### src/rtl/isa_pkg.sv
package isa_pkg;

    typedef logic [63:0] xlen_t;
    typedef logic [31:0] instr_t;
    typedef logic [4:0]  reg_idx_t;
    typedef logic [63:0] pc_t;
    typedef logic [6:0]  opcode_t;
    typedef logic [2:0]  funct3_t;

    typedef enum logic [3:0] {
        ALU_ADD,
        ALU_SUB,
        ALU_SLL,
        ALU_SLT,
        ALU_SLTU,
        ALU_XOR,
        ALU_SRL,
        ALU_SRA,
        ALU_OR,
        ALU_AND,
        ALU_PASS_B      // lui
    } alu_op_t;

    typedef enum logic [1:0] {
        FWD_RF,
        FWD_EXE,
        FWD_WB
    } fwd_sel_t;

    localparam opcode_t OPC_OP     = 7'b0110011;
    localparam opcode_t OPC_OP_IMM = 7'b0010011;
    localparam opcode_t OPC_LUI    = 7'b0110111;
    localparam opcode_t OPC_SYSTEM = 7'b1110011;

    localparam funct3_t F3_ADD  = 3'b000;   // add, sub, addi
    localparam funct3_t F3_SLL  = 3'b001;
    localparam funct3_t F3_SLT  = 3'b010;
    localparam funct3_t F3_SLTU = 3'b011;
    localparam funct3_t F3_XOR  = 3'b100;
    localparam funct3_t F3_SR   = 3'b101;   // srl, sra
    localparam funct3_t F3_OR   = 3'b110;
    localparam funct3_t F3_AND  = 3'b111;

    localparam instr_t INSTR_EBREAK = {12'h001, 5'd0, 3'b000, 5'd0, OPC_SYSTEM};

endpackage

### src/rtl/writeback_regfile.sv
`timescale 1ns/100ps

module writeback_regfile
    import isa_pkg::*;
(
    input  logic     clk,
    input  logic     rst_n_i,
    input  logic     e_valid_i,
    input  xlen_t    e_result_i,
    input  reg_idx_t e_rd_i,
    input  logic     e_we_i,
    input  pc_t      e_pc_i,
    input  instr_t   e_instr_i,
    input  reg_idx_t ra_i,
    input  reg_idx_t rb_i,
    output xlen_t    rf_a_o,
    output xlen_t    rf_b_o,
    output xlen_t    w_result_o,
    output reg_idx_t w_rd_o,
    output logic     w_we_o,
    output logic     retire_valid_o,
    output pc_t      retire_pc_o,
    output instr_t   retire_instr_o,
    output reg_idx_t retire_rd_o,
    output xlen_t    retire_data_o
);
    xlen_t  regs [32];
    logic   w_valid_q;
    pc_t    w_pc_q;
    instr_t w_instr_q;

    always_ff @(posedge clk) begin
        if (!rst_n_i) begin
            w_valid_q <= 1'b0;
            w_we_o    <= 1'b0;
        end else begin
            w_valid_q <= e_valid_i;
            w_we_o    <= e_valid_i & e_we_i;
        end
    end

    always_ff @(posedge clk) begin
        w_rd_o     <= e_we_i ? e_rd_i : 5'd0;       // no write retires as rd 0
        w_result_o <= e_we_i ? e_result_i : 64'd0;
        w_pc_q     <= e_pc_i;
        w_instr_q  <= e_instr_i;
    end

    always_ff @(posedge clk) begin
        if (w_valid_q && w_we_o && w_rd_o != 5'd0) begin
            regs[w_rd_o] <= w_result_o;
        end
    end

    assign rf_a_o = (ra_i == 5'd0) ? 64'd0 : regs[ra_i];
    assign rf_b_o = (rb_i == 5'd0) ? 64'd0 : regs[rb_i];

    assign retire_valid_o = w_valid_q;
    assign retire_pc_o    = w_pc_q;
    assign retire_instr_o = w_instr_q;
    assign retire_rd_o    = w_rd_o;
    assign retire_data_o  = w_result_o;

endmodule

### config.mk
export PLATFORM = sky130hd
export DESIGN_NAME = writeback_regfile
export DESIGN_NICKNAME = d
export VERILOG_FILES = /design/src/rtl/isa_pkg.sv /design/src/rtl/writeback_regfile.sv
export SDC_FILE = /design/constraint.sdc
export NUM_CORES = 2
export LEC_CHECK = 0
export BUFFER_PORTS_ARGS = -buffer_cell sky130_fd_sc_hd__buf_4
export CORE_ASPECT_RATIO = 0.7
export CORE_UTILIZATION = 55
export DETAILED_ROUTE_END_ITERATION = 8
export MAX_ROUTING_LAYER = met4
export PLACE_DENSITY_LB_ADDON = 0.15
export SLEW_MARGIN = 15
export SYNTH_ARGS = -nofsm -noshare
export SYNTH_HDL_FRONTEND = slang
export SYNTH_SLANG_ARGS = --single-unit
### constraint.sdc
create_clock -name clk -period 3.96 [get_ports clk]
set_input_delay 0.792 -clock clk [delete_from_list [all_inputs] [get_ports clk]]
set_output_delay 0.792 -clock clk [all_outputs]
set_load 0.02 [all_outputs]
# Word level (Yosys, flattened, before mapping)
# Memory sizes are Yosys's and may differ from the RTL's.
# Cells that the tools add are included.
# word_totals
reg_bits	167
mem_bits_rw	2048
input_bits	179
output_inout_bits	364
word_cells	17
n_memories	1
# memory_table
memory	depth	width	read_ports	rd_clocked_by_memory_dff	wr	line	text
regs	32	64	2	0	1	writeback_regfile.sv:27	xlen_t regs [32];
# classes
muxes	4
bitwise_logic	1
n_reduce_logical	5
# ops
cell	n
2-to-1 mux 64 bit	2
logical NOT 5 bit	2
nonzero test 5 bit	1
logical AND 1 bit	2
2-to-1 mux 1 bit	2
AND 1 bit	1

# Longest topological paths before layout
# logic_depth
ltp_word	4
ltp_mapped	10
depth_no_buf	4

# Worst setup path after synthesis
# Ideal clock, no wire load.
# synth_path
path_kind	flip-flop to flip-flop
start	register w_rd_o[4] (netlist: retire_rd_o[4])
end	memory regs[19][0] in the netlist's numbering (enable)
setup_time_ns	0.487
t_arrival_ns	3.766
required_ns	3.473
setup_slack_ns	-0.292
stages_incl_launch_ff	3
path_buffers	0
period_less_slack_ns	4.252
path_cell_list	dfxtp_1 or3b_2 nor2_1
# synth_between
elab_chain_len	4
# synth_rtl
item	line	text
start: declaration	writeback_regfile.sv:19	output reg_idx_t w_rd_o,
start signal: assignment	writeback_regfile.sv:43	w_rd_o <= e_we_i ? e_rd_i : 5'd0;
nonzero test 5 bit	writeback_regfile.sv:50	if (w_valid_q && w_we_o && w_rd_o != 5'd0) begin
logical AND 1 bit	writeback_regfile.sv:50	
2-to-1 mux 1 bit	writeback_regfile.sv:50	
2-to-1 mux 1 bit (implied by the code)	writeback_regfile.sv:51	regs[w_rd_o] <= w_result_o;
end: declaration	writeback_regfile.sv:27	
# Several ways; a longest one is shown, not always the timed one.

# Final worst setup path
# layout_path
start	input port ra_i[0]
end	output port rf_a_o[2]
# layout_between
elab_chain_len	2
word_cells_on_any_way	3
classes_between	mux: 1; reduce/logical: 1; memory: 1
# layout_rtl
item	line	text
start: declaration	writeback_regfile.sv:14	input reg_idx_t ra_i,
memory (32 x 64 bit) / logical NOT 5 bit (equally long branches)	n/a	
2-to-1 mux 64 bit *	writeback_regfile.sv:55	assign rf_a_o = (ra_i == 5'd0) ? 64'd0 : regs[ra_i];
end: declaration	writeback_regfile.sv:16	output xlen_t rf_a_o,
# Every way passes the cells marked *; elsewhere a longest branch is shown, timed or not.

==> impl_metrics.csv <==
group,metric,value,unit
finish,fill_cells,11900,
worst_setup_path,cp-end-kind,"output pin",
timing,setup_viol_count_final,0,
worst_setup_path,critical-path-top-delay-family,"buffers and inverters",
worst_setup_path,critical_path_buf_inv_count,4,
synth,synth_commonest_cells,"edfxtp_1, mux4_2, mux2i_1",
grt,grt_max_degree,71,
power,peakVddDrop,0.000509,V
worst_setup_path,worstSetupPathType,"in -> out",
timing,rsz0062_at_grt,"false",
worst_setup_path,crit_cells,8,
timing,fmax,256,MHz
clock_tree,clk_latency,0.86,ns
clock_tree,cts_buffers,206,
clock_tree,cts_sinks,2215,
timing,slew_headroom,19.3,%
synth,ys_warn_count,0,
synth,synth_ff_type,"edfxtp_1",
finish,drive_gt1_share,40.0,%
worst_setup_path,path_common_cell,"buf_4",
routing,vias,58000,
worst_setup_path,ff2ff_path_depth,5,
routing,ant_nets,0,
grt,grtUsageTotal,34.7,%
clock_tree,cts_root_buf,"clkbuf_16",
synth,synth_most_common_cell,"edfxtp_1",
finish,area_growth,17.5,%
synth,ys_async_sr_fraction,0,%
synth,ys_ff_latch,2215,
flow_run,cap_viol_max_count,0,
timing,layout_setup_ws,0.0561,ns
synth,synth_area_leaders,"edfxtp_1, mux4_2, mux2i_1, dfxtp_1, mux2_2",
floorplanning,core_area,177000,um^2
worst_setup_path,slowest_delay,0.52,ns
placement,routabilityCongestion,0.862,
routing,drcViolationCount,0,
timing,worstMarginPinSlew,1.21,ns
routing,avgRoutedWirePerCell,36.9,um
synth,avgSynthCellArea,20.2,um^2
timing,hold_viol,0,
outcome,status,"finished clean",
timing,fin_tns_setup,0,ns
timing,fin_crit,3.90,ns
clock_tree,clk_path_buf_depth,3,
power,power.leakage,36.4,nW
clock_tree,cts-htree-levels,4,
routing,met2_wirelength,139,mm
floorplanning,fp.dieW,508,um
worst_setup_path,path_cells,"buf_8, buf_12, mux4_2, mux2_2, a221oi_1, nor4_1, buf_4, buf_4",
synth,synthCells,4880,
synth,synthDistinctLibCells,45,
floorplanning,rows,129,
floorplanning,io_pins,543,
hold_path,min_path_type,"in -> reg",
floorplanning,floorplan.initialDensity,55.5,%
timing,slew_violations,0,
synth,syn-cell-area,98400,um^2
clock_tree,cts_setup_buffers,0,
grt,grt_pass1_vias,56700,
hold_path,hold_depth,1,
routing,met3_length,38.1,mm
routing,drt_iter0_drc,9008,
power,powerDensity,430,nW/um^2
synth,synth_largest_area_cell,"edfxtp_1",
routing,post_drt_via_cell_ratio,7.08,
timing,final.setup_skew,0.0332,ns
worst_setup_path,required,3.17,ns
routing,top_layer_used,"met4",
synth,seq_area_frac_synth,65.9,%
worst_setup_path,critPathArrivalTime,3.11,ns
floorplanning,die-area,181000,um^2
worst_setup_path,startpoint_type,"input pin",
floorplanning,die_y,356,um
routing,met1_length,116,mm
worst_setup_path,slowest_stage,"mux4_2",
placement,dpl_worst_slack,-0.0959,ns
finish,fin_nets,5843,
routing,wirelength,303,mm
finish,regArea,64800,um^2
synth,yosys.area.top_type_share,62.5,%
placement,io_buffers,542,
finish,multi_input_area,31800,um^2
routing,dr.pass1.iters,7,
grt,antenna_found_initial,7,
grt,overflow,0,
worst_setup_path,cp_max_fo,20,
clock_tree,path_clk_slew,0.06,ns
placement,dp_hpwl,176,mm
clock_tree,cts_tree,"done",
timing,period_share,98.6,%
synth,synth_edf_count,2048,
power,total_power,49.7,mW
grt,grt_pass1_wl,425,mm
-- cells in the final DEF, fill, tap and decap left out, drive strengths merged, types with 38 or more instances in the layout --
| cell | n |
|---|---|
| a211o | 73 |
| a22o | 77 |
| a31oi | 53 |
| and2 | 72 |
| and3 | 38 |
| buf | 932 |
| clkbuf | 286 |
| clkinv | 74 |
| conb | 64 |
| dfxtp | 167 |
| edfxtp | 2048 |
| mux2 | 83 |
| mux2i | 397 |
| mux4 | 927 |
| nand2 | 46 |
| nor2 | 42 |
| o221ai | 82 |
| o22ai | 108 |
| or2 | 47 |
-- cell type report --
cell class	count	area share, %
Clock inverter	96	0.635
Sequential cell	2215	56.1
Multi-Input combinational cell	2271	27.5
Timing Repair Buffer	963	8.24
Tap cell	2358	2.55
Antenna cell	3	0.00649
Inverter	7	0.0303
Clock buffer	286	4.92
-- cell families after synthesis --
kind of cell    Yosys count  synth area share (%)
compound gates          487                  3.82
buf+inv                 457                  2.35
flops                  2215                  65.9
mux                    1407                  26.2
other cells               1               0.00381
simple gates            313                  1.74
-- registers in the layout, indices dropped and copies added, names as in the netlist --
register and count:
w_we_o 1, retire_instr_o 32, retire_valid_o 1, retire_rd_o 5, retire_pc_o 64, retire_data_o 64
regs 2048
-- layer usage --
layer  up-vias  GRT usage, %
li1      22500             -
met1     30700          49.6
met2      4325          50.7
met3       519          7.63
met4         0          9.77
met5         -             -
-- per-stage QoR --
stage	hold slack [ns]	cell area, um^2	instances	utilization, %
floorplan	0.820	98700	4943	-
global placement	0.707	109000	7783	61.4
detailed placement	0.710	109000	7783	61.4
CTS	0.000336	116000	8196	65.2
global route	0.0104	116000	8199	65.2
finish	0.0446	116000	8199	65.2
-- report_power, final --
part / switching, mW / internal, mW / leakage, nW
sequential: 0.242 / 25.7 / 17.6
combinational: 2.45 / 2.03 / 15.6
clock: 8.85 / 10.5 / 3.15
-- what timing repair did --
item                                    CTS  global route
cloned                                    0             0
endpoints found under the setup margin   30             5
gates resized for setup                   1             4
hold buffers                             31             0
hold endpoints to repair                 31             0
-- worst reg2reg max path, delay by kind of cell (launching register included) --
kind	cells	cell delay, ns
buffers and inverters	1	0.43
DFF	1	0.37
and+or+nand+nor	4	1.57
-- final timing paths --
check | from | end | slack, ns
hold reg to reg | retire_data_o[9] | regs[9][9] | 0.71
setup / recovery | ra_i[0] | rf_a_o[2] | 0.06
hold / removal | e_pc_i[16] | retire_pc_o[16] | 0.04
setup reg to reg | retire_valid_o | regs[5][11] | 1.25
No activity file was read; power rests on OpenSTA's default activity.
