===== src/rtl/isa_pkg.sv =====
package isa_pkg;

    typedef logic [63:0] xlen_t;
    typedef logic [31:0] instr_t;
    typedef logic [4:0]  reg_idx_t;
    typedef logic [63:0] pc_t;
    typedef logic [6:0]  opcode_t;
    typedef logic [2:0]  funct3_t;

    typedef enum logic [3:0] {
        ALU_ADD,
        ALU_SUB,
        ALU_SLL,
        ALU_SLT,
        ALU_SLTU,
        ALU_XOR,
        ALU_SRL,
        ALU_SRA,
        ALU_OR,
        ALU_AND,
        ALU_PASS_B      // lui
    } alu_op_t;

    typedef enum logic [1:0] {
        FWD_RF,
        FWD_EXE,
        FWD_WB
    } fwd_sel_t;

    localparam opcode_t OPC_OP     = 7'b0110011;
    localparam opcode_t OPC_OP_IMM = 7'b0010011;
    localparam opcode_t OPC_LUI    = 7'b0110111;
    localparam opcode_t OPC_SYSTEM = 7'b1110011;

    localparam funct3_t F3_ADD  = 3'b000;   // add, sub, addi
    localparam funct3_t F3_SLL  = 3'b001;
    localparam funct3_t F3_SLT  = 3'b010;
    localparam funct3_t F3_SLTU = 3'b011;
    localparam funct3_t F3_XOR  = 3'b100;
    localparam funct3_t F3_SR   = 3'b101;   // srl, sra
    localparam funct3_t F3_OR   = 3'b110;
    localparam funct3_t F3_AND  = 3'b111;

    localparam instr_t INSTR_EBREAK = {12'h001, 5'd0, 3'b000, 5'd0, OPC_SYSTEM};

endpackage


===== src/rtl/alu_stage.sv =====
`timescale 1ns/100ps

module alu_stage
    import isa_pkg::*;
(
    input  logic     clk,
    input  logic     rst_n_i,
    input  logic     d_valid_i,
    input  xlen_t    op_a_i,
    input  xlen_t    op_b_i,
    input  alu_op_t  alu_op_i,
    input  reg_idx_t rd_i,
    input  logic     we_i,
    input  pc_t      pc_i,
    input  instr_t   instr_i,
    output xlen_t    e_result_o,
    output reg_idx_t e_rd_o,
    output logic     e_we_o,
    output pc_t      e_pc_o,
    output instr_t   e_instr_o
);
    xlen_t      a_q;
    xlen_t      b_q;
    alu_op_t    op_q;
    logic [5:0] shamt;

    assign shamt = b_q[5:0];

    always_ff @(posedge clk) begin
        if (!rst_n_i) begin
            e_we_o <= 1'b0;
        end else begin
            e_we_o <= d_valid_i & we_i;     // bubble never writes
        end
    end

    always_ff @(posedge clk) begin
        a_q       <= op_a_i;
        b_q       <= op_b_i;
        op_q      <= alu_op_i;
        e_rd_o    <= rd_i;
        e_pc_o    <= pc_i;
        e_instr_o <= instr_i;
    end

    always_comb begin
        case (op_q)
            ALU_ADD:  e_result_o = a_q + b_q;
            ALU_SUB:  e_result_o = a_q - b_q;
            ALU_SLL:  e_result_o = a_q << shamt;
            ALU_SLT:  e_result_o = {63'd0, $signed(a_q) < $signed(b_q)};
            ALU_SLTU: e_result_o = {63'd0, a_q < b_q};
            ALU_XOR:  e_result_o = a_q ^ b_q;
            ALU_SRL:  e_result_o = a_q >> shamt;
            ALU_SRA:  e_result_o = xlen_t'($signed(a_q) >>> shamt);
            ALU_OR:   e_result_o = a_q | b_q;
            ALU_AND:  e_result_o = a_q & b_q;
            default:  e_result_o = b_q;     // lui
        endcase
    end

endmodule


===== config.mk =====
export PLATFORM = sky130hd
export DESIGN_NAME = alu_stage
export DESIGN_NICKNAME = d
export VERILOG_FILES = /design/src/rtl/isa_pkg.sv /design/src/rtl/alu_stage.sv
export SDC_FILE = /design/constraint.sdc
export NUM_CORES = 1
export LEC_CHECK = 0
export BUFFER_PORTS_ARGS = -buffer_cell sky130_fd_sc_hd__buf_4
export CAP_MARGIN = 20
export CORE_ASPECT_RATIO = 1.25
export CORE_MARGIN = 2
export CORE_UTILIZATION = 40
export CTS_CLUSTER_DIAMETER = 60
export DETAILED_ROUTE_END_ITERATION = 16
export PLACE_DENSITY = 0.57
export SLEW_MARGIN = 25
export SYNTH_ARGS = -nofsm -noshare
export SYNTH_HDL_FRONTEND = slang
export SYNTH_SLANG_ARGS = --single-unit

===== constraint.sdc =====
create_clock -name clk -period 7.39 [get_ports clk]
set_input_delay 1.478 -clock clk [delete_from_list [all_inputs] [get_ports clk]]
set_output_delay 1.478 -clock clk [all_outputs]
set_load 0.01 [all_outputs]

; Word-level counts from Yosys, hierarchy flattened
; Index checks and enable logic that the tools add are counted.
[word_totals]
regBits = 234
out_inout_bits = 166
elab_cells = 29
[op_classes]
add_sub_neg = 2
magnitude_cmp = 2
n_eq_ne = 9
shift = 3
n_mux = 1
bitwise_logic = 4
n_reduce_logical = 1
[op_table]
columns = operator, n
row1 = $pmux W64 S10, 1
row2 = $lt A64 B64 Y1, 2
row3 = $add A64 B64 Y64, 1
row4 = $and A64 B64 Y64, 1
row5 = $or A64 B64 Y64, 1
row6 = $shl A64 B6 Y64, 1
row7 = $shr A64 B6 Y64, 1
row8 = $sshr A64 B6 Y64, 1
row9 = $sub A64 B64 Y64, 1
row10 = $xor A64 B64 Y64, 1
row11 = $eq A4 B3 Y1 const B, 4
row12 = $eq A4 B2 Y1 const B, 2
row13 = $eq A4 B4 Y1 const B, 2
row14 = $eq A4 B1 Y1 const B, 1
row15 = $logic_not A4 Y1, 1
row16 = $and A1 B1 Y1, 1

; Logic depth before layout (Yosys ltp)
; Gate-level depths: netlist of run 1.
[logic_depth]
word_depth = 2
mapped_depth = 18
ltp_nobuf = 15

; Worst setup path after synthesis of run 1
; OpenSTA, ideal clock, no wires.
[synth_path]
path_type = register to output
start = register b_q[2]
end = output port e_result_o[59]
t_arrival_ns = 4.062
setup_slack_ns = 1.850
path_stages_with_launch = 18
n_path_buf = 5
path_cell_list = dfxtp_1 -> clkbuf_1 -> inv_2 -> buf_2 -> buf_1 -> buf_2 -> ha_1 -> buf_2 -> nor3_1 -> o311ai_1 -> nand3_2 -> a31oi_1 -> or4_1 -> a21oi_1 -> o21ai_1 -> mux2_2 -> o221a_1 -> a21oi_1
[synth_between]
elab_chain_cells = 2
word_cells_on_any_way = 6
[synth_lines]
columns = element, line
row1 = "start, declared", alu_stage.sv:23  ; xlen_t b_q;
row2 = "start signal, assigned", alu_stage.sv:39  ; b_q <= op_b_i;
row3 = "$sub A64 B64 Y64, or another cell as far along", alu_stage.sv:49  ; ALU_SUB: e_result_o = a_q - b_q;
row4 = $pmux W64 S10 *, alu_stage.sv:47  ; case (op_q)
row5 = "end, declared", alu_stage.sv:16  ; output xlen_t e_result_o,
; Mark *: on every way between the ends. The rest lies on a longest branch, timed or not.

; Final worst setup path of run 1
[layout_path]
start = register b_q[2]
end = output port e_result_o[47]
; The elaborated chain is that of the path after synthesis.

==> results of run 1 <==
kinds of logic (layout without fill, tap and decap cells):
logic type | after synthesis | in the layout | synth area share (%)
AOI/OAI and AO/OA | 1032 | 1032 | 26.9
and+or+nand+nor | 924 | 924 | 16.7
buffers and inverters | 436 | 759 | 8.10
muxes | 261 | 261 | 17.0
DFF | 234 | 234 | 19.2
adders and majority gates | 195 | 195 | 10.0
xor gates and xnor gates | 57 | 57 | 2.04
other | 0 | 3 | 0
power by group through the flow:
stage | Clock, mW | Combinational, mW | Sequential, mW
3_5_place_dp | 0 | 1.98 | 1.45
3_3_place_gp | 0 | 1.99 | 1.45
5_1_grt | 1.62 | 2.16 | 1.43
4_1_cts | 1.57 | 1.99 | 1.42
6_report | 1.54 | 2.07 | 1.43
2_1_floorplan | 0 | 1.18 | 1.42
through the flow:
| step | hold slack [ns] | instance area [sq um] | setup slack, ns |
|---|---|---|---|
| floorplan | 1.51 | 24500 | 1.85 |
| global placement | 1.58 | 28100 | 1.31 |
| detailed placement | 1.58 | 28100 | 1.33 |
| CTS | 0.937 | 29200 | 0.635 |
| global route | 0.947 | 29200 | 0.256 |
| finish | 0.953 | 29200 | 0.402 |
per-layer routing:
layer	share of wire, %	vias up	GRT usage (%)
met3	12	518	10.1
met4	7.7	6	26.8
met1	37	13768	53.1
li1	-	12141	-
met2	43	2311	65.3
met5	0.095	-	1.26
area by class of cell:
type	count	share of cell area (%)
antenna	3	0.0257
clock buffer	39	2.93
clock inverter	18	0.729
inverter	199	2.59
multi-input combinational	2469	61.2
sequential	234	16.1
tap	772	3.31
timing repair buffer	503	13.1
final timing paths:
kind              startpoint             end  slack, ns
hold / removal    op_b_i[17]         b_q[17]       0.95
setup / recovery      b_q[2]  e_result_o[47]       0.40
registers in the layout, summed over array words and instances, names as in the netlist:
| signal | count |
|---|---|
| e_pc_o | 64 |
| e_instr_o | 32 |
| op_q | 4 |
| a_q | 64 |
| e_we_o | 1 |
| b_q | 64 |
| e_rd_o | 5 |
cell usage in the layout, fill, tap and decap left out, drive strengths merged, types with 10 or more instances in the layout:
| cell | synthesis | final |
|---|---|---|
| o21a | 12 | 12 |
| o21bai | 29 | 29 |
| mux4 | 123 | 123 |
| o311ai | 12 | 12 |
| o21ai | 241 | 241 |
| nor2b | 20 | 20 |
| a211oi | 45 | 45 |
| and2 | 11 | 11 |
| o31ai | 33 | 33 |
| a32oi | 11 | 11 |
| o2111ai | 15 | 15 |
| dfxtp | 234 | 234 |
| nor4 | 31 | 31 |
| o22ai | 21 | 21 |
| inv | 195 | 202 |
| or3 | 18 | 18 |
| o221ai | 15 | 15 |
| a221oi | 50 | 50 |
| a31oi | 23 | 23 |
| a22oi | 13 | 13 |
| clkinv | 4 | 10 |
| nand2b | 12 | 12 |
| clkbuf | 130 | 39 |
| a21o | 20 | 20 |
| a21oi | 349 | 349 |
| xnor2 | 51 | 51 |
| a21boi | 13 | 13 |
| buf | 107 | 503 |
| o211ai | 39 | 39 |
| nor3 | 72 | 72 |
| mux2 | 14 | 14 |
| ha | 193 | 193 |
| nand4 | 21 | 21 |
| nor2 | 454 | 454 |
| nand3 | 46 | 46 |
| nand2 | 202 | 202 |
| mux2i | 124 | 124 |
synthesized netlist by cell type, types with 33 or more instances:
master / instances
nor2_1: 454
a21oi_1: 349
dfxtp_1: 234
o21ai_0: 229
nand2_1: 201
ha_1: 193
inv_1: 191
mux2i_1: 124
mux4_2: 123
clkbuf_1: 115
nor3_1: 72
xnor2_1: 51
buf_2: 50
a221oi_1: 49
a211oi_1: 45
nand3_1: 45
o211ai_1: 39
o31ai_1: 33
==> summary.md, run 1 <==
| Metric | Value |
|---|---|
| Slowest CP cell | `a311oi_1` |
| CTS Buffer Depth | `3` |
| Grt ovf | `0` |
| Cell Count, Final, Fillers Out | `4237` |
| Max VDD drop | `0.191 mV` |
| HPWL after DPL | `108 mm` |
| Asr flop ratio synth | `0%` |
| Vias in the first global route | `27559` |
| Final worst path period share | `94.6%` |
| Hold Crit Depth | `1` |
| Slew Viols, Final | `0` |
| I/O Buffers | `402` |
| Core Region | `60700 sq um` |
| CTS root buffer | `clkbuf_16` |
| Max frequency | `around 140 MHz` |
| Critical path, cell by cell | `inv_4 > buf_12 > nand2_1 > nor2_1 > nand3_1 > a311oi_1 > a21oi_1 > o221ai_1 > a21oi_1 > o22ai_1 > buf_4` |
| Sequential cell area | `between 4000 and 5000 sq um` |
| Setup violators final | `0` |
| Synth unique cells | `100` |
| CP arrival | `roughly 5.5 ns` |
| First-pass GRT wire length | `195 mm` |
| Crit-path max FO | `117` |
| Row Count | `between 100 and 150` |
| Iter 0 DRT Violations | `4196` |
| Die area | `63200 sq um` |
| Antenna-violating nets left | `0` |
| Tightest Hold Check Type | `primary input to flip-flop` |
| Sw Ratio | `41.2%` |
| Critical path type | `flip-flop to primary output` |
| Starting density of the core | `40.3%` |
| Area Growth Syn to Fin | `19.2%` |
| Status | `completed` |
| Post-synth EDFFs | `0` |
| Final WL | `139 mm` |
| Residual DRC | `0` |
| Internal power | `2.96 mW` |
| YS warnings | `0` |
| GRT Total Usage | `42.4%` |
| Hold Buf Count CTS | `0` |
| Combinational power share | `roughly two fifths` |
| Post-cts sizing count | `0` |
| Drt pass-1 iters | `5` |
| Max-Cap Viols | `0` |
| Final hold violations | `0` |
| Share of post-route cells with drive strength above 1 | `a little over a fifth` |
| Via/cell ratio | `6.78` |
| Leak | `approximately 13 nW` |
| Post-layout minimum cycle time | `between 6 and 7 ns` |
| Setup bufs post-CTS | `0` |
| Fillers | `between 6000 and 7000` |
| Largest stage delay on the critical path | `1.14 ns` |
| Crit start category | `flip-flop` |
| Chip Width | `around 230 um` |
| IO Count | `about 400` |
| RSZ-0062 raised after global routing | `false` |
| Sequential share of the synthesized area | `a little under a fifth` |
| Area contributors post-synth | `dfxtp_1 (19%), mux4_2 (11%), ha_1 (9.9%)` |
| Most used cell, CP | `a21oi_1` |
| Vias | `28744` |
| Pwr dens | `173 nW/um^2` |
| FF+latch count, synth | `234` |
| Height of the die | `between 200 and 300 um` |
| Ys flop type | `dfxtp_1` |
| Antenna violations before repair | `7` |
| Total power | `a little over 5 mW` |
| Mean Syn Cell Area | `roughly 7.8 sq um` |
| Net Switching | `2.07 mW` |
| CTS tree | `done` |
| Max H-tree Level | `1` |
| Clock transition at path regs | `0.07 ns` |
| Clock sinks | `around 230` |
| Largest net degree at the start of global routing | `roughly 130` |
| Worst setup EP type | `primary output` |
| Leading area contributor after synthesis | `dfxtp_1` |
| TritonCTS buffer count | `31` |
| Worst path bufs/invs | `3` |
| Final nets | `roughly 3900` |
| WP depth | `11` |
| Dpl cells | `4177` |
| Syn nets | `3571` |
| WL/cell | `32.7 um` |
| Crit path required time | `5.91 ns` |
| Sequential power share | `28.3%` |
| Final core occ | `48.1%` |
| Area of the multi-input gates | `17800 sq um` |
| Clock power frac | `30.6%` |
| CP delay by family, top | `compound AO/OA/AOI/OAI gates` |
| Cells after synthesis | `roughly 3100` |
| Synthesized area | `24500 sq um` |
| Slew headroom | `13.6%` |
| RD Place Congestion | `1.09` |
| Area share of the largest cell type after synthesis | `19.2%` |
| Measured slew at the worst slew-check pin | `~1.3 ns` |
| Final setup TNS | `0 ns` |
No activity file was read; power rests on OpenSTA's default activity.
==> inputs of run 2 (changes only) <==
Settings changed: CORE_MARGIN 2 to 5.
==> summary.md, run 2 (same netlist as run 1, synthesis figures left out) <==
| Metric | Value |
|---|---|
| Row Count | `101 (unchanged)` |
| Sequential cell area | `4700 sq um (unchanged)` |
| Area Growth Syn to Fin | `18.2%` |
| Share of post-route cells with drive strength above 1 | `21.3% (-0.45 points)` |
| Max-Cap Viols | `0 (unchanged)` |
| Max VDD drop | `0.212 mV (+11%)` |
| Starting density of the core | `40.3% (unchanged)` |
| Slew Viols, Final | `0 (unchanged)` |
| RSZ-0062 raised after global routing | `false` |
| Worst setup EP type | `primary output` |
| Pwr dens | `167 nW/um^2 (-3.4%)` |
| Chip Width | `231 um (+2.7%)` |
| Post-cts sizing count | `0 (unchanged)` |
| Max H-tree Level | `1 (unchanged)` |
| Critical path type | `flip-flop to primary output` |
| Iter 0 DRT Violations | `3682 (-12%)` |
| Largest stage delay on the critical path | `0.75 ns (-0.39 ns)` |
| CTS tree | `done` |
| Clock sinks | `234 (unchanged)` |
| CTS Buffer Depth | `3 (unchanged)` |
| Grt ovf | `0 (unchanged)` |
| Antenna violations before repair | `7 (unchanged)` |
| Total power | `4.82 mW (-4.2%)` |
| Commonest cells after routing, fill and taps aside | `buf_4 (495), nor2_1 (450), a21oi_1 (349)` |
| Largest net degree at the start of global routing | `103 (-20%)` |
| Crit start category | `flip-flop` |
| Top flop regs | `a_q: 64 flops, b_q: 64 flops, e_pc_o: 64 flops` |
| Crit path required time | `5.91 ns (about the same)` |
| Height of the die | `286 um (+2.1%)` |
| Leak | `12.4 nW (-0.97%)` |
| M1 WL | `49.9 mm (-2.4%)` |
| Final WL | `135 mm (-2.6%)` |
| Hold Buf Count CTS | `0 (unchanged)` |
| Final hold violations | `0 (unchanged)` |
| Commonest non-fill, non-tap cell in the layout | `buf_4` |
| Measured slew at the worst slew-check pin | `1.17 ns (-0.112 ns)` |
| Dpl cells | `4171 (-0.14%)` |
| Slowest CP cell | `dfxtp_1` |
| Setup violators final | `0 (unchanged)` |
| Clock transition at path regs | `0.06 ns (about the same)` |
| Max frequency | `147 MHz (+2.9%)` |
| Core Region | `60700 sq um (unchanged)` |
| WL/cell | `32.0 um (-2.2%)` |
| Most used cell, CP | `a21oi_1` |
| Vias | `28125 (-2.2%)` |
| GRT Total Usage | `38.6% (-3.8 points)` |
| Crit-path max FO | `15 (-87%)` |
| Tightest Hold Check Type | `primary input to flip-flop` |
| Slew headroom | `20.9% (+7.3 points)` |
| IO Count | `403 (unchanged)` |
| Status | `completed` |
| Critical path, cell by cell | `inv_1 > ha_1 > clkinv_1 > a21oi_1 > o31ai_1 > a2111oi_1 > o211ai_1 > a32oi_1 > o311ai_0 > mux2i_1 > xor2_1 > a21oi_1 > a21oi_1 > buf_4` |
| I/O Buffers | `402 (unchanged)` |
| Final worst path period share | `91.9% (-2.7 points)` |
| Antenna-violating nets left | `0 (unchanged)` |
| Cell Count, Final, Fillers Out | `4222 (-0.35%)` |
| HPWL after DPL | `107 mm (-1.2%)` |
| Met2 wire length | `60.5 mm (+0.57%)` |
| First-pass GRT wire length | `191 mm (-2.1%)` |
| Area of the multi-input gates | `17800 sq um (about the same)` |
| Vias in the first global route | `27383 (-0.64%)` |
| RD Place Congestion | `1.09 (-0.11%)` |
| Final setup TNS | `0 ns (unchanged)` |
| Final core occ | `47.6% (-0.44 points)` |
| Top routing layer in use | `met5` |
| Die area | `66200 sq um (+4.9%)` |
| CP arrival | `5.31 ns (-0.20 ns)` |
| Post-layout minimum cycle time | `6.79 ns (-0.196 ns)` |
| Residual DRC | `0 (unchanged)` |
| Drt pass-1 iters | `6 (+1)` |
| Metal3 WL | `15.6 mm (-5.6%)` |
| Setup bufs post-CTS | `0 (unchanged)` |
| TritonCTS buffer count | `27 (-13%)` |
| Fillers | `6152 (+1.3%)` |
| CTS root buffer | `clkbuf_16` |
| Final nets | `3860 (-0.26%)` |
| Via/cell ratio | `6.66 (-1.8%)` |
==> run 2: power by group <==
| group | switching [mW] | leakage [nW] | total (mW) | internal [mW] |
|---|---|---|---|---|
| clock | 0.594 | 0.423 | 1.35 | 0.760 |
| combinational | 1.30 | 9.99 | 2.05 | 0.753 |
| sequential | 0.0861 | 1.98 | 1.42 | 1.33 |
==> run 2: layout make-up <==
class / instances / share of cell area, %
diodes: 4 / 0.0346
clock buffers: 31 / 2.42
clock inverters: 16 / 0.628
inverters: 199 / 2.61
multi-input cells: 2469 / 61.7
flip-flops and latches: 234 / 16.3
well taps: 772 / 3.34
repair buffers: 497 / 13.0
==> run 2: path summary, 6_finish.rpt <==
check | from | endpoint | slack [ns] | depth (start not counted)
worst min-delay path | pc_i[12] | e_pc_o[12] | 0.99 | 1
worst max-delay path | a_q[16] | e_result_o[53] | 0.60 | 14
==> run 2: routing by layer <==
layer	track usage (%)	vias up
met5	0	-
met4	20.5	6
met3	10.2	388
met2	61.4	2022
met1	48.0	13627
li1	-	12082
==> run 2: stage by stage <==
| step | setup WS, ns | hold slack (ns) | area [sq um] |
|---|---|---|---|
| 2_1_floorplan | 1.85 | 1.51 | 24500 |
| 3_3_place_gp | 1.35 | 1.58 | 28000 |
| 3_5_place_dp | 1.36 | 1.58 | 28000 |
| 4_1_cts | 0.705 | 0.963 | 28900 |
| 5_1_grt | 0.441 | 0.965 | 28900 |
| 6_report | 0.598 | 0.986 | 28900 |
==> run 2: worst max-delay path: cells and delay by family, from the launching register on <==
kind                       cells  cell delay [ns]
DFF                            1             0.75
buffers and inverters          3             0.55
AOI/OAI and AO/OA              8             2.41
muxes                          1             0.21
xor gates and xnor gates       1             0.16
adders and majority gates      1             0.65
