## src/rtl/isa_pkg.sv

```systemverilog
package isa_pkg;

    typedef logic [63:0] xlen_t;
    typedef logic [31:0] instr_t;
    typedef logic [4:0]  reg_idx_t;
    typedef logic [63:0] pc_t;
    typedef logic [6:0]  opcode_t;
    typedef logic [2:0]  funct3_t;

    typedef enum logic [3:0] {
        ALU_ADD,
        ALU_SUB,
        ALU_SLL,
        ALU_SLT,
        ALU_SLTU,
        ALU_XOR,
        ALU_SRL,
        ALU_SRA,
        ALU_OR,
        ALU_AND,
        ALU_PASS_B      // lui
    } alu_op_t;

    typedef enum logic [1:0] {
        FWD_RF,
        FWD_EXE,
        FWD_WB
    } fwd_sel_t;

    localparam opcode_t OPC_OP     = 7'b0110011;
    localparam opcode_t OPC_OP_IMM = 7'b0010011;
    localparam opcode_t OPC_LUI    = 7'b0110111;
    localparam opcode_t OPC_SYSTEM = 7'b1110011;

    localparam funct3_t F3_ADD  = 3'b000;   // add, sub, addi
    localparam funct3_t F3_SLL  = 3'b001;
    localparam funct3_t F3_SLT  = 3'b010;
    localparam funct3_t F3_SLTU = 3'b011;
    localparam funct3_t F3_XOR  = 3'b100;
    localparam funct3_t F3_SR   = 3'b101;   // srl, sra
    localparam funct3_t F3_OR   = 3'b110;
    localparam funct3_t F3_AND  = 3'b111;

    localparam instr_t INSTR_EBREAK = {12'h001, 5'd0, 3'b000, 5'd0, OPC_SYSTEM};

endpackage

```

## src/rtl/pipeline_ctrl.sv

```systemverilog
`timescale 1ns/100ps

module pipeline_ctrl
    import isa_pkg::*;
(
    input  logic     clk,
    input  logic     rst_n_i,
    input  logic     f_valid_i,
    input  instr_t   d_instr_i,
    input  reg_idx_t d_rs1_i,
    input  reg_idx_t d_rs2_i,
    input  reg_idx_t e_rd_i,
    input  reg_idx_t w_rd_i,
    input  logic     e_we_i,
    input  logic     w_we_i,
    output logic     d_valid_o,
    output logic     e_valid_o,
    output logic     w_valid_o,
    output fwd_sel_t fwd_a_o,
    output fwd_sel_t fwd_b_o,
    output logic     stop_fetch_o,
    output logic     halt_o
);
    typedef enum logic [1:0] {
        ST_RUN,
        ST_DRAIN,
        ST_HALTED
    } state_t;

    state_t state_q;
    logic   ebreak_d;
    logic   e_live;
    logic   w_live;

    assign d_valid_o    = f_valid_i & (state_q == ST_RUN);
    assign ebreak_d     = d_valid_o & (d_instr_i == INSTR_EBREAK);
    assign stop_fetch_o = ebreak_d | (state_q != ST_RUN);
    assign halt_o       = (state_q == ST_HALTED);

    // x0 as destination never forwards
    assign e_live = e_valid_o & e_we_i & (e_rd_i != 5'd0);
    assign w_live = w_valid_o & w_we_i & (w_rd_i != 5'd0);

    // execute result wins, it is the younger producer
    assign fwd_a_o = (e_live && d_rs1_i == e_rd_i) ? FWD_EXE :
                     (w_live && d_rs1_i == w_rd_i) ? FWD_WB : FWD_RF;
    assign fwd_b_o = (e_live && d_rs2_i == e_rd_i) ? FWD_EXE :
                     (w_live && d_rs2_i == w_rd_i) ? FWD_WB : FWD_RF;

    always_ff @(posedge clk) begin
        if (!rst_n_i) begin
            state_q   <= ST_RUN;
            e_valid_o <= 1'b0;
            w_valid_o <= 1'b0;
        end else begin
            e_valid_o <= d_valid_o;
            w_valid_o <= e_valid_o;
            case (state_q)
                ST_RUN: begin
                    if (ebreak_d) begin
                        state_q <= ST_DRAIN;
                    end
                end
                ST_DRAIN: begin
                    if (e_valid_o) begin
                        state_q <= ST_HALTED;   // ebreak retires next cycle
                    end
                end
                default: state_q <= ST_HALTED;
            endcase
        end
    end

endmodule

```

## config.mk

```make
export PLATFORM = sky130hd
export DESIGN_NAME = pipeline_ctrl
export DESIGN_NICKNAME = d
export VERILOG_FILES = /design/src/rtl/isa_pkg.sv /design/src/rtl/pipeline_ctrl.sv
export SDC_FILE = /design/constraint.sdc
export NUM_CORES = 1
export LEC_CHECK = 0
export BUFFER_PORTS_ARGS = -buffer_cell sky130_fd_sc_hd__buf_2
export CAP_MARGIN = 0
export CORE_UTILIZATION = 33
export CTS_CLUSTER_DIAMETER = 80
export DETAILED_ROUTE_END_ITERATION = 6
export PLACE_DENSITY = 0.95
export SLEW_MARGIN = 30
export SYNTH_ARGS = -nofsm -noshare
export SYNTH_HDL_FRONTEND = slang
export SYNTH_SLANG_ARGS = --single-unit
```

## constraint.sdc

```tcl
create_clock -name clk -period 3.5 [get_ports clk]
set_input_delay 0.7 -clock clk [delete_from_list [all_inputs] [get_ports clk]]
set_output_delay 0.7 -clock clk [all_outputs]
set_load 0.02 [all_outputs]
```

# Yosys cells after proc, flatten, opt, wreduce, memory -nomap -nowiden

Cells that the tools add are included.
Widths: inputs -> output; s select.

Bitwise gates (word level): 7
Equal/unequal tests: 9
Muxes and demuxes: 7
Reduce and logical (&&, ||, !) cells: 9

Operators with widths:

| cell                 | count |
|---|---|
| $eq 32x21->1 const B | 1 |
| $eq 5x5->1           | 4 |
| $mux 2               | 6 |
| $reduce_bool 5->1    | 2 |
| $and 1x1->1          | 6 |
| $logic_and 1x1->1    | 4 |
| $ne 2x2->1 const B   | 2 |
| $pmux 2 s2           | 1 |
| $eq 2x1->1 const B   | 1 |
| $eq 2x2->1 const B   | 1 |
| $logic_not 2->1      | 1 |
| $reduce_and 2->1     | 1 |
| $reduce_bool 2->1    | 1 |
| $or 1x1->1           | 1 |

Flip-flop bits (word level): 4
Output and inout port bits: 9

# Logic depth before layout (Yosys ltp)

Gate-level depths: netlist of the first run.

Depth after elaboration: 5
Gate-level depth with buffers: 4
Depth with buffers taken out: 4

# Least setup slack after synthesis of the first run

No wires, ideal clock.

Path kind: input to output
From: in e_rd_i[1]
To: out fwd_a_o[1]
Required time: 2.800 ns
Stages on the path: 4
Arrival: 2.083 ns
Buffers on the path: 0
Setup slack: 0.717 ns
Cells stage by stage: or4_1 o211ai_2 nor4_1 nor4_2

Cells in the longest elaborated chain, start to end: 4

RTL lines:

| element               | line                | source |
|---|---|---|
| start: declaration    | pipeline_ctrl.sv:12 | `input reg_idx_t e_rd_i,` |
| $reduce_bool 5->1     | pipeline_ctrl.sv:41 | `assign e_live = e_valid_o & e_we_i & (e_rd_i != 5'd0);` |
| $and 1x1->1           | pipeline_ctrl.sv:41 |  |
| $logic_and 1x1->1 (*) | pipeline_ctrl.sv:45 | `assign fwd_a_o = (e_live && d_rs1_i == e_rd_i) ? FWD_EXE :` |
| $mux 2 (*)            | pipeline_ctrl.sv:45 |  |
| end: declaration      | pipeline_ctrl.sv:19 | `output fwd_sel_t fwd_a_o,` |

Mark *: on every way between the ends. The rest lies on a longest branch, timed or not.

# Worst setup path after layout of the first run

From: in e_rd_i[1]
To: out fwd_b_o[1]

Cells in the longest elaborated chain, start to end: 4

RTL lines:

| element               | line                | source |
|---|---|---|
| $reduce_bool 5->1     | pipeline_ctrl.sv:41 |  |
| $and 1x1->1           | pipeline_ctrl.sv:41 |  |
| $logic_and 1x1->1 (*) | pipeline_ctrl.sv:47 | `assign fwd_b_o = (e_live && d_rs2_i == e_rd_i) ? FWD_EXE :` |
| $mux 2 (*)            | pipeline_ctrl.sv:47 |  |
| end: declaration      | pipeline_ctrl.sv:20 | `output fwd_sel_t fwd_b_o,` |

Marks and branches as above.

==> results by group, run 1 <==
Floorplan
  – Initial core utilization: 37.1%
  – Core box area: approximately 1400 um2
  – Die height: about 40 um
  – Die footprint: 1700 um2
  – Die W: 41.2 um
  – I/O pins: 66
  – Site row count: 13

Timing
  – RSZ-0062 raised after global routing: false
  – Sum Neg Setup Slack: 0 ns
  – Crit path time final: around 2.8 ns
  – Max frequency: ~0.36 GHz
  – Max transition margin: roughly 72%
  – Slew Limit Fails: 0
  – Layout Skew: 0.00247 ns
  – Final hold vios: 0
  – Period Utilization, post-route: roughly 80%
  – Slew @ Worst Pin: a little over 0.4 ns
  – Final setup fails: 0
  – Fin worst setup slack: 0.693 ns

Layout
  – Finished Core Util: around 64%
  – Filler cell count: around 120
  – Non-filler instance count after layout: approximately 140
  – Final non-filler cell area: 873 um2
  – Share of cells above drive strength 1: 55.9%
  – Layout area overhead: 72.3%
  – Nets@finish: approximately 190
  – Diodes inserted: 0

Worst setup path
  – CP required: 2.80 ns
  – Critical R2R Launch: e_valid_o$_SDFF_PN0_
  – Critical Path Start: e_rd_i[1]
  – Crit start category: input port
  – Worst setup EP type: output pin
  – WS Path Type: in -> out
  – Crit Path Max Fanout: 3
  – Arrival @ worst endpoint: around 2.1 ns

Logic synthesis
  – Cells after Synth: between 50 and 60
  – Mean Syn Cell Area: roughly 8.6 um2
  – Primary FF master, synth: dfxtp_1
  – Mapped cell area: 507 um2
  – Cell taking the most area after synthesis: xor2_1
  – Sequential area share after synthesis: between 10% and 20%
  – Mapped Nets: ~120
  – Post-synth ARST share: 0%
  – Yosys cell types: 21
  – Yosys warning count: 0
  – Commonest cells post-synth: xor2_1 (14), nor4_1 (6), xnor2_1 (6)
  – #FFs+latches synth: 4
  – Largest cells by area after synthesis: xor2_1 (24%), dfxtp_1 (16%), xnor2_1 (10%), nor4_1 (7.4%), nor4_2 (4.9%)
  – EDFF count, synth: 0
  – Dominant cell by count in the synthesized netlist: xor2_1
  – Synth top area share: between 20% and 30%

Clock network
  – Root Buffer: clkbuf_4
  – Number of CTS-inserted buffers: 3
  – TritonCTS clock tree: built
  – CTS clk-pin slew, worst paths: roughly 0.040 ns
  – # clock sinks: 4
  – Max clock buf depth: 2
  – Post-CTS setup buffers: 0
  – Clk_lat worst skew: ~0.24 ns
  – Post-CTS resize count: 0
  – Post-cts hold buffer count: 0
  – Max H-tree Level: 1

Global routing
  – Initial antenna violation count: 0
  – Met2 Usage GRT: 44.9%
  – Overall routing resource usage: about a fifth
  – Pin count of the biggest net entering global routing: 6
  – Global-route wire length before repair: about 2100 um
  – Vias in the first global route: around 600
  – Met1 usage: a little over an eighth
  – Total grt overflow: 0
  – GR Util met3: roughly 3.8%
  – GRT busiest layer: met2

Placed design
  – Final Wtd Congestion: around 0.76
  – Dpl ws: between 0.6 and 0.7 ns
  – DP Wirelength: 1530 um
  – Dpl cell area: approximately 850 um2
  – DP Cell Count: between 100 and 150
  – I/O Buffers: 65

Flow run
  – Max cap viols: 0

Power
  – Max rail drop VDD: ~0.11 mV
  – Pwr Density: just over 200 nW/um2
  – Pleak: 0.435 nW

Status
  – Outcome: finished clean

Route
  – ANT nets after route: 0
  – DR vias/cell: ~5.3
  – First-pass iteration count of the detailed router: 3
  – Routed length per instance: between 10 and 15 um
  – Drt drc: 0
  – Routed WL: 1720 um
  – Vias: about 750
  – Iteration-0 DRC count of the detailed router: 9

Worst hold path
  – Worst hold path class: reg -> reg
  – Hold Startpoint: state_q[1]$_SDFFE_PN0P_
-- final timing paths --
check                            end  slack, ns  depth (start not counted)
max                       fwd_b_o[1]       0.69                          6
max reg2reg  state_q[0]$_SDFFE_PN0P_       2.52                          2
min reg2reg  state_q[1]$_SDFFE_PN0P_       0.53                          2
min          state_q[1]$_SDFFE_PN0P_       0.53                          2
-- flip-flops by register name, summed over array words and instances, names as in the netlist --
signal,count
state_q,2
e_valid_o,1
w_valid_o,1
-- stage by stage --
stage | total power (W) | hold WS [ns]
floorplan | 0.0000756 | 0.488
global route | 0.000190 | 0.559
global placement | 0.000119 | 0.512
finish | 0.000178 | 0.530
CTS | 0.000180 | 0.529
detailed placement | 0.000121 | 0.524
-- final cells by class --
cell class / count / area, um2 / area share [%]
multi-input cells: 55 / 427 / 48.9
repair buffers: 65 / 325 / 37.2
flip-flops and latches: 4 / 80.1 / 9.17
clock buffers: 3 / 22.5 / 2.58
well taps: 15 / 18.8 / 2.15
-- critical path: stages --
cell	delay [ns]
buf_2	0.12
or4_1	0.54
o211ai_2	0.18
nor4_1	0.10
nor4_2	0.27
buf_2	0.20
-- power by group --
group | switching, W | internal [W] | leakage (nW) | total (W)
logic | 0.0000327 | 0.0000393 | 0.389 | 0.0000720
clock network | 0.0000195 | 0.0000384 | 0.0138 | 0.0000579
registers | 0.00000123 | 0.0000469 | 0.0326 | 0.0000482
total | 0.0000534 | 0.000125 | 0.435 | 0.000178
-- per-layer routing --
| metal | share of wire (%) | up-vias | wire length [um] |
|---|---|---|---|
| met3 | 13 | 2 | 218 |
| met5 | 0 | - | 0 |
| met1 | 34 | 323 | 585 |
| li1 | - | 367 | - |
| met2 | 53 | 57 | 902 |
| met4 | 0.58 | 0 | 10 |
-- cell usage in the layout (no fill, tap or decap), drive strengths merged --
master / n
nor4b: 2
xor2: 14
or4bb: 1
nor2: 1
buf: 65
and3: 1
o211ai: 1
nor4bb: 2
and2: 2
xnor2: 6
and4: 1
dfxtp: 4
nand3: 4
or4: 2
nand4: 1
nor2b: 2
nor3: 2
o2111ai: 2
clkbuf: 3
o21ai: 2
nor4: 8
a21oi: 1
-- cell families after synthesis --
kind of cell	count (synthesis)	synth area share, %
compound gates	6	8.89
flops	4	15.8
simple gates	29	40.7
xor+xnor	20	34.6
No activity file was read; power rests on OpenSTA's default activity.
==> inputs of run 2 (changes only) <==
Settings changed: CORE_ASPECT_RATIO set to 1.2, CORE_UTILIZATION 33 to 28, PLACE_DENSITY 0.95 to 0.87.
Clock period 3.5 ns to 2.4 ns, I/O delays scaled along.
==> run 2 against run 1 <==
  * Total power increased by 42%
  * Cell area increased by 1.7%
  * Core utilization fell by 10 points
  * Non-clock buffer count is the same
  * Critical path depth unchanged
  * Register-to-register slack lost 1.1 ns
==> results by group, run 2 (same netlist as run 1, synthesis figures left out) <==
Worst setup path
  – Worst setup EP type: output pin (unchanged)
  – Buf/Inv on CP: 2 (unchanged)
  – Slowest stage delay, CP: 0.54 ns (about the same)
  – Critical R2R Launch: state_q[1]$_SDFFE_PN0P_ (was e_valid_o$_SDFF_PN0_)
  – CP required: 1.92 ns (was 2.80 ns)
  – WS Path Type: in -> out (unchanged)
  – R2R Setup Slk: 1.44 ns (was 2.52 ns)
  – Crit start category: input port (unchanged)
  – R2R depth: 4 (was 2)
  – Arrival @ worst endpoint: 1.89 ns (was 2.11 ns)
  – Slowest-stage cell, CP: or4_1 (unchanged)
  – Crit path cell chain: buf_2 > or4_1 > o211ai_2 > nor4_1 > nor4_2 > buf_4 (was buf_2 > or4_1 > o211ai_2 > nor4_1 > nor4_2 > buf_2)
  – CP delay by family, top: simple AND/OR/NAND/NOR gates (unchanged)
  – Crit Path Max Fanout: 3 (unchanged)
  – Reg2Reg Capture Point: state_q[0]$_SDFFE_PN0P_ (unchanged)

Global routing
  – Initial antenna violation count: 0 (unchanged)
  – Global-route wire length before repair: 2500 um (was 2060 um)
  – Vias in the first global route: 723 (was 598)
  – Pin count of the biggest net entering global routing: 6 (unchanged)
  – Total grt overflow: 0 (unchanged)
  – Overall routing resource usage: 17.4% (was 19.0%)

Clock network
  – Post-cts hold buffer count: 0 (unchanged)
  – # clock sinks: 4 (unchanged)
  – Max H-tree Level: 1 (unchanged)
  – Root Buffer: clkbuf_4 (unchanged)
  – Post-CTS setup buffers: 0 (unchanged)
  – Post-CTS resize count: 0 (unchanged)
  – CTS clk-pin slew, worst paths: 0.04 ns (about the same)
  – Number of CTS-inserted buffers: 3 (unchanged)
  – Clk_lat worst skew: 0.23 ns (was 0.24 ns)
  – Max clock buf depth: 2 (unchanged)
  – TritonCTS clock tree: built (unchanged)

Route
  – Routed length per instance: 12.1 um (about the same)
  – Routed WL: 1750 um (was 1720 um)
  – ANT nets after route: 0 (unchanged)
  – Drt drc: 0 (unchanged)
  – DR vias/cell: 5.12 (was 5.27)
  – Vias: 742 (was 749)
  – Iteration-0 DRC count of the detailed router: 2 (was 9)
  – First-pass iteration count of the detailed router: 2 (was 3)

Floorplan
  – Die W: 40.8 um (was 41.2 um)
  – I/O pins: 66 (unchanged)
  – Site row count: 16 (was 13)
  – Die height: 48.6 um (was 41.2 um)
  – Initial core utilization: 30.5% (was 37.1%)
  – Die footprint: 1980 um2 (was 1700 um2)
  – Core box area: 1660 um2 (was 1370 um2)

Layout
  – Nets@finish: 186 (unchanged)
  – Layout area overhead: 75.3% (was 72.3%)
  – Finished Core Util: 53.5% (was 63.9%)
  – Max reg flops: 2 (unchanged)
  – Most common cell after layout, fill and taps aside: buf_2 (unchanged)
  – Share of cells above drive strength 1: 56.7% (was 55.9%)
  – Top Registers: state_q: 2 flops, e_valid_o: 1 flops, w_valid_o: 1 flops (unchanged)
  – Largest Register: state_q (unchanged)
  – Most frequent cells in the layout: buf_2 (63), xor2_1 (14), xnor2_1 (6) (was buf_2 (65), xor2_1 (14), xnor2_1 (6), nor4_1 (6))
  – Diodes inserted: 0 (unchanged)

Worst hold path
  – Hold Startpoint: f_valid_i (was state_q[1]$_SDFFE_PN0P_)
  – Worst Hold Depth: 2 (unchanged)
  – Worst Hold Endpoint: e_valid_o$_SDFF_PN0_ (was state_q[1]$_SDFFE_PN0P_)
  – Worst hold path class: in -> reg (was reg -> reg)

Timing
  – Fin worst setup slack: 0.0272 ns (was 0.693 ns)
  – Max transition margin: 67.9% (was 72.2%)
  – Max frequency: between 0.4 and 0.5 GHz
  – Slew @ Worst Pin: 0.477 ns (was 0.413 ns)
  – Layout Skew: 0.00411 ns (was 0.00247 ns)
  – Crit path time final: 2.37 ns
  – Final setup fails: 0 (unchanged)
  – Final hold vios: 0 (unchanged)
  – RSZ-0062 raised after global routing: true (was false)
  – Period Utilization, post-route: 98.9%
  – Slew Limit Fails: 0 (unchanged)

Power
  – Combinational Power Share: 41.5% (was 40.4%)
  – Pleak: 0.435 nW (about the same)
  – Max rail drop VDD: 0.311 mV (was 0.114 mV)
  – Sw Pwr: 0.0000720 W (was 0.0000534 W)
  – Pwr Density: 286 nW/um2 (was 204 nW/um2)
  – Seq pwr share: 27.7% (was 27.1%)
  – Power Internal: 0.000182 W (was 0.000125 W)
  – Sw frac: 28.4% (was 30.0%)
  – Clk network pwr share: 30.8% (was 32.5%)
  – Pwr Total: 0.000254 W (was 0.000178 W)

Placed design
  – DP Wirelength: 1660 um (was 1530 um)
  – I/O Buffers: 65 (unchanged)
  – Dpl ws: 0.0303 ns (was 0.677 ns)
  – Final Wtd Congestion: 0.867 (was 0.763)

Status
  – Outcome: finished clean (unchanged)

Flow run
  – Max cap viols: 0 (unchanged)
[run 2: cell counts in the layout (fill, tap and decap cells not counted)]
Identical to the previous run, type by type.
[run 2: power groups by stage]
stage	Sequential [W]	Combinational (W)	Clock, W
2_1_floorplan	0.0000729	0.0000373	0
3_3_place_gp	0.0000711	0.000101	0
3_5_place_dp	0.0000712	0.000105	0
4_1_cts	0.0000702	0.000105	0.0000805
5_1_grt	0.0000703	0.000114	0.0000889
6_report	0.0000701	0.000105	0.0000782
[run 2: per-layer routing]
layer,wire (um),track usage [%],part of all wire (%)
met5,0,0,0
met4,0,0,0
met2,1030,38.8,59
met1,554,13.1,32
met3,169,3.21,9.7
[run 2: cell type report]
type	instances	area [um2]
clock buffers	3	22.5
well taps	18	22.5
multi-input cells	55	433
fillers	161	773
flip-flops and latches	4	80.1
repair buffers	65	330
[run 2: per-stage QoR]
step                      hold WS (ns)  TNS [ns]  std cells  cell area, um2
after floorplan                  0.488         0         59             507
after global placement           0.505         0        142             855
after detailed placement         0.529         0        142             855
after CTS                        0.489         0        145             877
after global routing             0.508   -0.0204        145             888
final                            0.489         0        145             888
[run 2: worst max-delay path by stage]
stage	start	endpoint	slack (ns)	depth (start not counted)
global placement	e_rd_i[1]	fwd_a_o[1]	0.08	6
floorplan	e_rd_i[1]	fwd_a_o[1]	0.06	4
global route	e_rd_i[1]	fwd_b_o[1]	-0.02	6
detailed placement	e_rd_i[1]	fwd_b_o[1]	0.03	6
finish	e_rd_i[1]	fwd_b_o[1]	0.03	6
CTS	e_rd_i[1]	fwd_b_o[1]	0.03	6
